[src/source/gfx_pkg.sv]
// graphics package
// widths, colour types, opcode and state enums, fixed 16-colour palette

package gfx_pkg;

    localparam int CORDW = 16;  // signed coordinate width
    localparam int CIDXW = 4;   // colour index width
    localparam int CHANW = 4;   // bits per colour channel

    // 12-bit colour, red in top nibble then green then blue
    typedef logic [3*CHANW-1:0] colr_t;

    typedef logic [CIDXW-1:0] cidx_t;          // palette index
    typedef logic signed [CORDW-1:0] coord_t;  // screen coordinate, may be negative

    // command opcodes
    typedef enum logic {
        OP_CLEAR = 1'b0,  // fill framebuffer with one index
        OP_LINE  = 1'b1   // draw line (x0,y0) to (x1,y1)
    } gfx_op_e;

    // renderer FSM
    typedef enum logic [1:0] {
        RS_IDLE  = 2'd0,  // waiting for a command
        RS_CLEAR = 2'd1,  // raster walk over the frame
        RS_LINE  = 2'd2,  // error-term stepping
        RS_LAST  = 2'd3   // final pixel on the output
    } render_state_e;

    // fixed palette, entry 0 is the darkest
    localparam colr_t PALETTE [16] = '{
        12'h112,  // near black
        12'h526,  // plum
        12'hB45,  // red
        12'hE85,  // orange
        12'hFD7,  // yellow
        12'hAE7,  // light green
        12'h3B6,  // green
        12'h277,  // teal
        12'h236,  // navy
        12'h36C,  // blue
        12'h4AF,  // sky
        12'h7EF,  // cyan
        12'hFFF,  // white
        12'h9BC,  // light grey
        12'h578,  // grey
        12'h334   // dark grey
    };

endpackage

[src/source/line_render.sv]
// line renderer
// takes clear and line commands, emits one candidate pixel per cycle

`timescale 1ns/1ps

module line_render import gfx_pkg::*; #(
    parameter int fb_width  = 32,
    parameter int fb_height = 16
) (
    input  logic    clk_sys,
    input  logic    rst_sys,
    input  logic    cmd_strobe,  // single-cycle command strobe
    input  gfx_op_e cmd_op,
    input  coord_t  cmd_x0,
    input  coord_t  cmd_y0,
    input  coord_t  cmd_x1,
    input  coord_t  cmd_y1,
    input  cidx_t   cmd_cidx,
    output logic    busy,
    output logic    pt_valid,
    output coord_t  pt_x,
    output coord_t  pt_y,
    output cidx_t   pt_cidx,
    output logic    pt_last
);

    localparam int fb_pixels = fb_width * fb_height;
    localparam int errw = CORDW + 2;  // room for 2*err without overflow

    render_state_e state;
    logic accept;

    coord_t xe, ye;                   // line end point
    logic signed [errw-1:0] dx, dy;   // dx = |x1-x0|, dy = -|y1-y0|
    logic signed [errw-1:0] err;      // error term
    logic x_neg, y_neg;               // step direction

    // command setup
    logic signed [errw-1:0] d_x, d_y;
    logic signed [errw-1:0] adx, ady;

    // next point
    logic signed [errw:0] e2;
    logic mov_x, mov_y;
    coord_t nx, ny;
    logic signed [errw-1:0] nerr;
    logic n_end;  // next point is the final one

    assign accept = cmd_strobe && state == RS_IDLE;  // strobes while busy dropped

    always_comb begin
        d_x = errw'(cmd_x1) - errw'(cmd_x0);
        d_y = errw'(cmd_y1) - errw'(cmd_y0);
        adx = (d_x < 0) ? -d_x : d_x;
        ady = (d_y < 0) ? -d_y : d_y;
    end

    always_comb begin
        e2    = (errw+1)'(err) <<< 1;
        mov_x = e2 >= dy;
        mov_y = e2 <= dx;
        nx    = pt_x;
        ny    = pt_y;
        nerr  = err;
        n_end = 1'b0;
        case (state)
            RS_CLEAR: begin
                if (pt_x == fb_width - 1) begin  // wrap to next row
                    nx = '0;
                    ny = pt_y + 1;
                end else begin
                    nx = pt_x + 1;
                end
                n_end = nx == fb_width - 1 && ny == fb_height - 1;
            end
            RS_LINE: begin
                if (mov_x) nx = x_neg ? pt_x - 1 : pt_x + 1;
                if (mov_y) ny = y_neg ? pt_y - 1 : pt_y + 1;
                nerr  = err + (mov_x ? dy : 0) + (mov_y ? dx : 0);
                n_end = nx == xe && ny == ye;
            end
            default: ;
        endcase
    end

    // control FSM
    always_ff @(posedge clk_sys) begin
        if (rst_sys) begin
            state <= RS_IDLE;
        end else begin
            case (state)
                RS_IDLE: begin
                    if (accept) begin
                        if (cmd_op == OP_CLEAR) begin
                            state <= (fb_pixels == 1) ? RS_LAST : RS_CLEAR;
                        end else begin  // single-point line goes straight to last
                            state <= (cmd_x0 == cmd_x1 && cmd_y0 == cmd_y1) ? RS_LAST : RS_LINE;
                        end
                    end
                end
                RS_CLEAR, RS_LINE: if (n_end) state <= RS_LAST;
                RS_LAST: state <= RS_IDLE;
                default: state <= RS_IDLE;
            endcase
        end
    end

    // point and line registers
    always_ff @(posedge clk_sys) begin
        if (accept) begin
            pt_cidx <= cmd_cidx;
            xe      <= cmd_x1;
            ye      <= cmd_y1;
            dx      <= adx;
            dy      <= -ady;
            err     <= adx - ady;
            x_neg   <= cmd_x1 < cmd_x0;
            y_neg   <= cmd_y1 < cmd_y0;
            if (cmd_op == OP_CLEAR) begin  // clear starts top left
                pt_x <= '0;
                pt_y <= '0;
            end else begin
                pt_x <= cmd_x0;
                pt_y <= cmd_y0;
            end
        end else if (state == RS_CLEAR || state == RS_LINE) begin
            pt_x <= nx;
            pt_y <= ny;
            err  <= nerr;
        end
    end

    assign pt_valid = state != RS_IDLE;
    assign pt_last  = state == RS_LAST;
    assign busy     = state != RS_IDLE;

    // pixels only start after an accepted command
    assert property (@(posedge clk_sys) disable iff (rst_sys)
        $rose(pt_valid) |-> $past(state == RS_IDLE && cmd_strobe));

    // final pixel is valid and ends the run
    assert property (@(posedge clk_sys) disable iff (rst_sys)
        pt_last |-> pt_valid ##1 !busy);

endmodule

[src/source/pixel_addr.sv]
// pixel address stage
// clips points to the frame and forms y*fb_width+x in two cycles

`timescale 1ns/1ps

module pixel_addr import gfx_pkg::*; #(
    parameter int fb_width  = 32,
    parameter int fb_height = 16,
    localparam int addr_w   = $clog2(fb_width * fb_height)
) (
    input  logic              clk_sys,
    input  logic              rst_sys,
    input  logic              pt_valid,
    input  coord_t            pt_x,
    input  coord_t            pt_y,
    input  cidx_t             pt_cidx,
    input  logic              pt_last,
    output logic              wr_en,
    output logic [addr_w-1:0] wr_addr,
    output cidx_t             wr_cidx,
    output logic              draw_done  // strobe with the last write
);

    localparam int fb_pixels = fb_width * fb_height;

    logic s1_valid, s1_in, s1_last;
    logic [addr_w-1:0] s1_row, s1_x;  // row base and column
    cidx_t s1_cidx;

    // stage 1 does the bounds test and the row product
    always_ff @(posedge clk_sys) begin
        s1_in   <= pt_x >= 0 && pt_x < fb_width && pt_y >= 0 && pt_y < fb_height;
        s1_row  <= addr_w'(pt_y) * addr_w'(fb_width);  // only meaningful when inside
        s1_x    <= addr_w'(pt_x);
        s1_cidx <= pt_cidx;
        if (rst_sys) begin
            s1_valid <= 1'b0;
            s1_last  <= 1'b0;
        end else begin
            s1_valid <= pt_valid;
            s1_last  <= pt_valid && pt_last;
        end
    end

    // stage 2 forms the linear address and writes only inside the frame
    always_ff @(posedge clk_sys) begin
        wr_addr <= s1_row + s1_x;
        wr_cidx <= s1_cidx;
        if (rst_sys) begin
            wr_en     <= 1'b0;
            draw_done <= 1'b0;
        end else begin
            wr_en     <= s1_valid && s1_in;
            draw_done <= s1_last;  // clipped last pixel still finishes
        end
    end

    assert property (@(posedge clk_sys) disable iff (rst_sys)
        wr_en |-> wr_addr < fb_pixels);

endmodule

[src/source/frame_ram.sv]
// frame memory
// colour index per pixel, one write port and one registered read port

`timescale 1ns/1ps

module frame_ram import gfx_pkg::*; #(
    parameter int fb_width  = 32,
    parameter int fb_height = 16,
    localparam int addr_w   = $clog2(fb_width * fb_height)
) (
    input  logic              clk_sys,
    input  logic              wr_en,
    input  logic [addr_w-1:0] wr_addr,
    input  cidx_t             wr_cidx,
    input  logic [addr_w-1:0] rd_addr,
    output cidx_t             rd_cidx  // one cycle after rd_addr
);

    localparam int fb_pixels = fb_width * fb_height;

    cidx_t mem [fb_pixels];  // undefined until cleared

    // write port
    always_ff @(posedge clk_sys) begin
        if (wr_en) mem[wr_addr] <= wr_cidx;
    end

    // registered read, old data on a same-address collision
    always_ff @(posedge clk_sys) begin
        rd_cidx <= mem[rd_addr];
    end

endmodule

[src/source/scan_out.sv]
// scan-out engine
// raster read of the framebuffer on request with palette lookup to 12-bit colour

`timescale 1ns/1ps

module scan_out import gfx_pkg::*; #(
    parameter int fb_width  = 32,
    parameter int fb_height = 16,
    localparam int addr_w   = $clog2(fb_width * fb_height)
) (
    input  logic              clk_sys,
    input  logic              rst_sys,
    input  logic              scan_strobe,
    output logic              scan_busy,
    output logic              scan_done,  // with the last pixel
    output logic [addr_w-1:0] rd_addr,
    input  cidx_t             rd_cidx,
    output logic              pix_valid,
    output colr_t             pix_colr
);

    localparam int fb_pixels = fb_width * fb_height;

    logic rd_act;          // address phase running
    logic rd_end;          // final address this cycle
    logic v1, l1;          // valid and last aligned with rd_cidx

    assign rd_end = rd_act && rd_addr == addr_w'(fb_pixels - 1);

    // address counter runs x fastest since the address is linear
    always_ff @(posedge clk_sys) begin
        if (rst_sys) begin
            rd_act  <= 1'b0;
            rd_addr <= '0;
        end else if (scan_strobe && !scan_busy) begin
            rd_act  <= 1'b1;
            rd_addr <= '0;
        end else if (rd_act) begin
            rd_act  <= !rd_end;
            rd_addr <= rd_end ? '0 : rd_addr + 1'b1;
        end
    end

    // valid and last delayed through memory read and palette register
    always_ff @(posedge clk_sys) begin
        if (rst_sys) begin
            v1        <= 1'b0;
            l1        <= 1'b0;
            pix_valid <= 1'b0;
            scan_done <= 1'b0;
        end else begin
            v1        <= rd_act;
            l1        <= rd_end;
            pix_valid <= v1;
            scan_done <= l1;
        end
    end

    always_ff @(posedge clk_sys) begin
        pix_colr <= PALETTE[rd_cidx];  // index to colour
    end

    // busy from acceptance until the last pixel has gone out
    always_ff @(posedge clk_sys) begin
        if (rst_sys) scan_busy <= 1'b0;
        else if (scan_strobe && !scan_busy) scan_busy <= 1'b1;
        else if (scan_done) scan_busy <= 1'b0;
    end

    assert property (@(posedge clk_sys) disable iff (rst_sys)
        $rose(pix_valid) |-> scan_busy || $past(scan_busy));

endmodule

[src/source/gfx_top.sv]
// pixel drawing subsystem
// renderer and address stage feed the frame memory, scan-out reads it back

`timescale 1ns/1ps

module gfx_top import gfx_pkg::*; #(
    parameter int fb_width  = 32,  // framebuffer width in pixels
    parameter int fb_height = 16   // framebuffer height in pixels
) (
    input  logic    clk_sys,
    input  logic    rst_sys,
    input  logic    cmd_strobe,
    input  gfx_op_e cmd_op,
    input  coord_t  cmd_x0,
    input  coord_t  cmd_y0,
    input  coord_t  cmd_x1,
    input  coord_t  cmd_y1,
    input  cidx_t   cmd_cidx,
    output logic    busy,
    output logic    draw_done,
    input  logic    scan_strobe,
    output logic    pix_valid,
    output colr_t   pix_colr,
    output logic    scan_busy,
    output logic    scan_done
);

    localparam int addr_w = $clog2(fb_width * fb_height);

    // renderer to address stage
    logic   pt_valid, pt_last;
    coord_t pt_x, pt_y;
    cidx_t  pt_cidx;

    // framebuffer ports
    logic              wr_en;
    logic [addr_w-1:0] wr_addr, rd_addr;
    cidx_t             wr_cidx, rd_cidx;

    line_render #(.fb_width(fb_width), .fb_height(fb_height)) line_render_inst (
        .clk_sys,
        .rst_sys,
        .cmd_strobe,
        .cmd_op,
        .cmd_x0,
        .cmd_y0,
        .cmd_x1,
        .cmd_y1,
        .cmd_cidx,
        .busy,
        .pt_valid,
        .pt_x,
        .pt_y,
        .pt_cidx,
        .pt_last
    );

    pixel_addr #(.fb_width(fb_width), .fb_height(fb_height)) pixel_addr_inst (
        .clk_sys,
        .rst_sys,
        .pt_valid,
        .pt_x,
        .pt_y,
        .pt_cidx,
        .pt_last,
        .wr_en,
        .wr_addr,
        .wr_cidx,
        .draw_done
    );

    frame_ram #(.fb_width(fb_width), .fb_height(fb_height)) frame_ram_inst (
        .clk_sys,
        .wr_en,
        .wr_addr,
        .wr_cidx,
        .rd_addr,
        .rd_cidx
    );

    scan_out #(.fb_width(fb_width), .fb_height(fb_height)) scan_out_inst (
        .clk_sys,
        .rst_sys,
        .scan_strobe,
        .scan_busy,
        .scan_done,
        .rd_addr,
        .rd_cidx,
        .pix_valid,
        .pix_colr
    );

endmodule

[config.mk]
export PLATFORM = sky130hd
export DESIGN_NAME = gfx_top
export DESIGN_NICKNAME = d
export VERILOG_FILES = /design/src/source/gfx_pkg.sv /design/src/source/line_render.sv /design/src/source/pixel_addr.sv /design/src/source/frame_ram.sv /design/src/source/scan_out.sv /design/src/source/gfx_top.sv
export SDC_FILE = /design/constraint.sdc
export NUM_CORES = 2
export LEC_CHECK = 0
export ABC_AREA = 1
export BUFFER_PORTS_ARGS = -buffer_cell sky130_fd_sc_hd__clkbuf_2
export CORE_MARGIN = 10
export CORE_UTILIZATION = 45
export DETAILED_ROUTE_END_ITERATION = 7
export GPL_TIMING_DRIVEN = 0
export PLACE_DENSITY = 0.57
export RECOVER_POWER = 100
export REMOVE_ABC_BUFFERS = 1
export SLEW_MARGIN = 25
export SYNTH_ARGS = -nofsm -noshare
export SYNTH_HDL_FRONTEND = slang
export SYNTH_SLANG_ARGS = --single-unit
[constraint.sdc]
create_clock -name clk_sys -period 14.97 [get_ports clk_sys]
set_input_delay 0.7485 -clock clk_sys [delete_from_list [all_inputs] [get_ports clk_sys]]
set_output_delay 0.7485 -clock clk_sys [all_outputs]
set_load 0.03 [all_outputs]
==> metrics.yaml <==
peakVddDrop_mv: 0.131
clockBufferDepth: 3
dpl_cell_area_sq_um: 103000
p_clk_frac: 0.338
antenna_found_initial: 10
clkTransAtPathRegs_ns: 0.06
rsz0062_at_grt: "no"
nNetsFinal: 8905
layout-drive-gt1-share: 0.0579
cp-end-kind: "register"
status: "complete, but fails checks"
syn_avg_cell_area_sq_um: 11.1
io-pin-count: 90
grt_max_degree: 142
coreArea_sq_um: 217000
asyncSetResetFlopFracSynth: 0
die_area_sq_um: 237000
postCtsHoldBufs: 2
cts_sinks: 2240
fin_tns_setup_ns: 0
arrival_ns: 9.91
ys_warn_count: 0
die_w_um: 487
setup_ws_ns: 5.38
synth.area.mux_share: 0.000102
grt_pass1_wl_um: 418000
clock_latency_ns: 0.87
synth_common_cells: "edfxtp_1 (2172), nor2_1 (1955), o21ai_0 (1364)"
grt_pass1_vias: 67600
synth_compound_area_frac: 0.124
slew_viol_final: 2897
p_per_area_nw_per_um2: 156
std_cell_rows: 171
finClkSkew_ns: 0.0498
leakage_nw: 37.0
relSlewSlack: -1.61
rrSetupSlack_ns: 5.38
start_util: 0.452
synth-seq-area-share: 0.679
syn_inst: 8812
yosys.area_share.simple: 0.129
synth_edf_count: 2172
netSwitchingFraction: 0.303
cts_buffers: 227
timing.rr.start: "pixel_addr_inst.wr_cidx[1]$_DFF_P_"
comb_power_share: 0.207
drt_iter0_drc: 6833
intPower_mw: 11.9
cts_setup_buffers: 0
placement.io_buffers: 89
htree_levels: 4
crit_start: "pixel_addr_inst.wr_cidx[1]$_DFF_P_"
clockRootBuffer: "clkbuf_16"
die_y_um: 487
stdcell_area_sq_um: 109000
period_share: 0.641
wl_per_cell_um: 23.8
drtPass1Iterations: 7
finalCriticalPeriod_ns: 9.59
overflow: 0
violations: "max-capacitance violations, max-slew violations"
stdcell_count: 11700
num_vias: 68400
dp.cells: 11300
dp_slack_ns: 7.87
synth.ff_latch_count: 2240
final_hold_viol_count: 0
drc: 0
routed_wl_um: 279000
worst_pin_slew_ns: 3.91
tritoncts: "yes"
area_delta_synth_final_pct: 11.2
power.switching_mw: 5.16
avgViaCountPerCell: 5.83
max_cap_viol_count: 81
synth_area_sq_um: 98100
synth_top_family_by_area: "simple AND/OR/NAND/NOR gates"
synthFlopType: "edfxtp_1"
synth_cell_types: 65
routabilityCongestion: 0.889
grt.total_usage: 0.228
synthAdderAreaFrac: 0.0212
timing.fmax_ghz: 0.104
yosysMostFrequentCell: "edfxtp_1"
drtAntennaViolNets: 0
power_frac_seq: 0.455
synth_xor_xnor_area_share: 0.00948
cts_resized: 0
dpl.hpwl_um: 174000
hold_start: "cmd_cidx[0]"
finalSetupViolCount: 0
min_path_type: "primary input to register"
synth.top_cell.area_share: 0.665
timing.hold.ws_ns: 0.0694
cp-start-kind: "register"
crit_type: "register to register"
critPathRequiredTime_ns: 15.29
synth_top_cell_by_area: "edfxtp_1"
crit_fanout: 47
synthTopCellsByArea: "edfxtp_1 (67%), nor2_1 (7.5%), o21ai_0 (7.0%)"
## per-layer routing
| layer | wire (um) | vias up | track usage |
|---|---|---|---|
| met4 | 9140 | 2 | 0.0725 |
| met5 | 13 | - | 0 |
| li1 | - | 31400 | - |
| met1 | 118000 | 33700 | 0.313 |
| met3 | 20200 | 467 | 0.0304 |
| met2 | 131000 | 2805 | 0.376 |
## logic make-up after synthesis
kind of cell / count (synthesis)
compound gates: 2208
xor+xnor: 99
fa+ha+maj: 153
buf+inv: 954
flops: 2240
mux: 1
other cells: 1
simple gates: 3156
## power by group through the flow
stage / Clock [mW] / Sequential (mW) / Combinational, mW
finish: 5.76 / 7.73 / 3.52
detailed placement: 0 / 7.81 / 3.67
floorplan: 0 / 8.12 / 2.17
global route: 6.11 / 7.76 / 3.94
CTS: 5.84 / 7.68 / 3.69
global placement: 0 / 8.78 / 3.04
## critical path, cell delays in order (launching register included)
cell	delay (ns)
dfxtp_1	1.41
clkbuf_1	1.35
clkbuf_1	1.77
clkbuf_1	1.41
clkbuf_1	1.32
clkbuf_1	1.63
## sequential cells by signal (all words and copies together), names as in the netlist, 2 cells and up
name / count
line_render_inst.pt_x: 16
line_render_inst.pt_y: 16
line_render_inst.xe: 16
line_render_inst.state: 2
line_render_inst.err: 18
pixel_addr_inst.s1_cidx: 4
pixel_addr_inst.s1_x: 9
pixel_addr_inst.s1_row: 4
line_render_inst.ye: 16
scan_out_inst.pix_colr: 12
line_render_inst.dy: 18
frame_ram_inst.mem: 2048
pixel_addr_inst.wr_addr: 9
scan_out_inst.rd_addr: 9
line_render_inst.pt_cidx: 4
frame_ram_inst.rd_cidx: 4
line_render_inst.dx: 18
pixel_addr_inst.wr_cidx: 4
## through the flow
| step | total power [mW] | utilization |
|---|---|---|
| after global placement | 11.8 | 0.460 |
| after detailed placement | 11.5 | 0.475 |
| after global routing | 17.8 | 0.502 |
| after CTS | 17.2 | 0.510 |
| final | 17.0 | 0.502 |
| after floorplan | 10.3 | - |
## layout by cell type, fill, tap and decap left out, drive strengths merged, types with 3 or more instances in the layout
cell type  instances
o211ai             6
o22ai            618
nand3b            22
fa                22
clkinvlp          12
nor3              54
dfxtp             68
inv              377
diode              3
nor4               9
xor2              66
clkbuf           445
o31ai              8
buf               56
ha               131
edfxtp          2172
nor2            1966
a21oi            128
and2               3
o21ai           1374
o32ai             17
a31oi              9
xnor2             32
nand3            233
nand2            807
a21o               6
clkinv           101
or2               11
bufinv            24
nand4             49
o21bai             4
o221ai            27
## area by class of cell
| cell class | count | area, sq um |
|---|---|---|
| clock buffer | 288 | 6140 |
| multi-input combinational | 5618 | 27800 |
| timing repair buffer | 215 | 1990 |
| clock inverter | 137 | 1450 |
| tap | 2854 | 3570 |
| inverter | 377 | 1460 |
| fill | 19200 | 108000 |
| sequential | 2240 | 66600 |
| antenna | 3 | 7.51 |
## final timing paths
path | cells after the start | endpoint
max | 5 | frame_ram_inst.mem[496][1]$_DFFE_PP_
min reg2reg | 0 | pixel_addr_inst.wr_addr[4]$_DFF_P_
min | 1 | line_render_inst.pt_cidx[0]$_DFFE_PP_
max reg2reg | 5 | frame_ram_inst.mem[496][1]$_DFFE_PP_
Power figures use the tool's default switching activity.
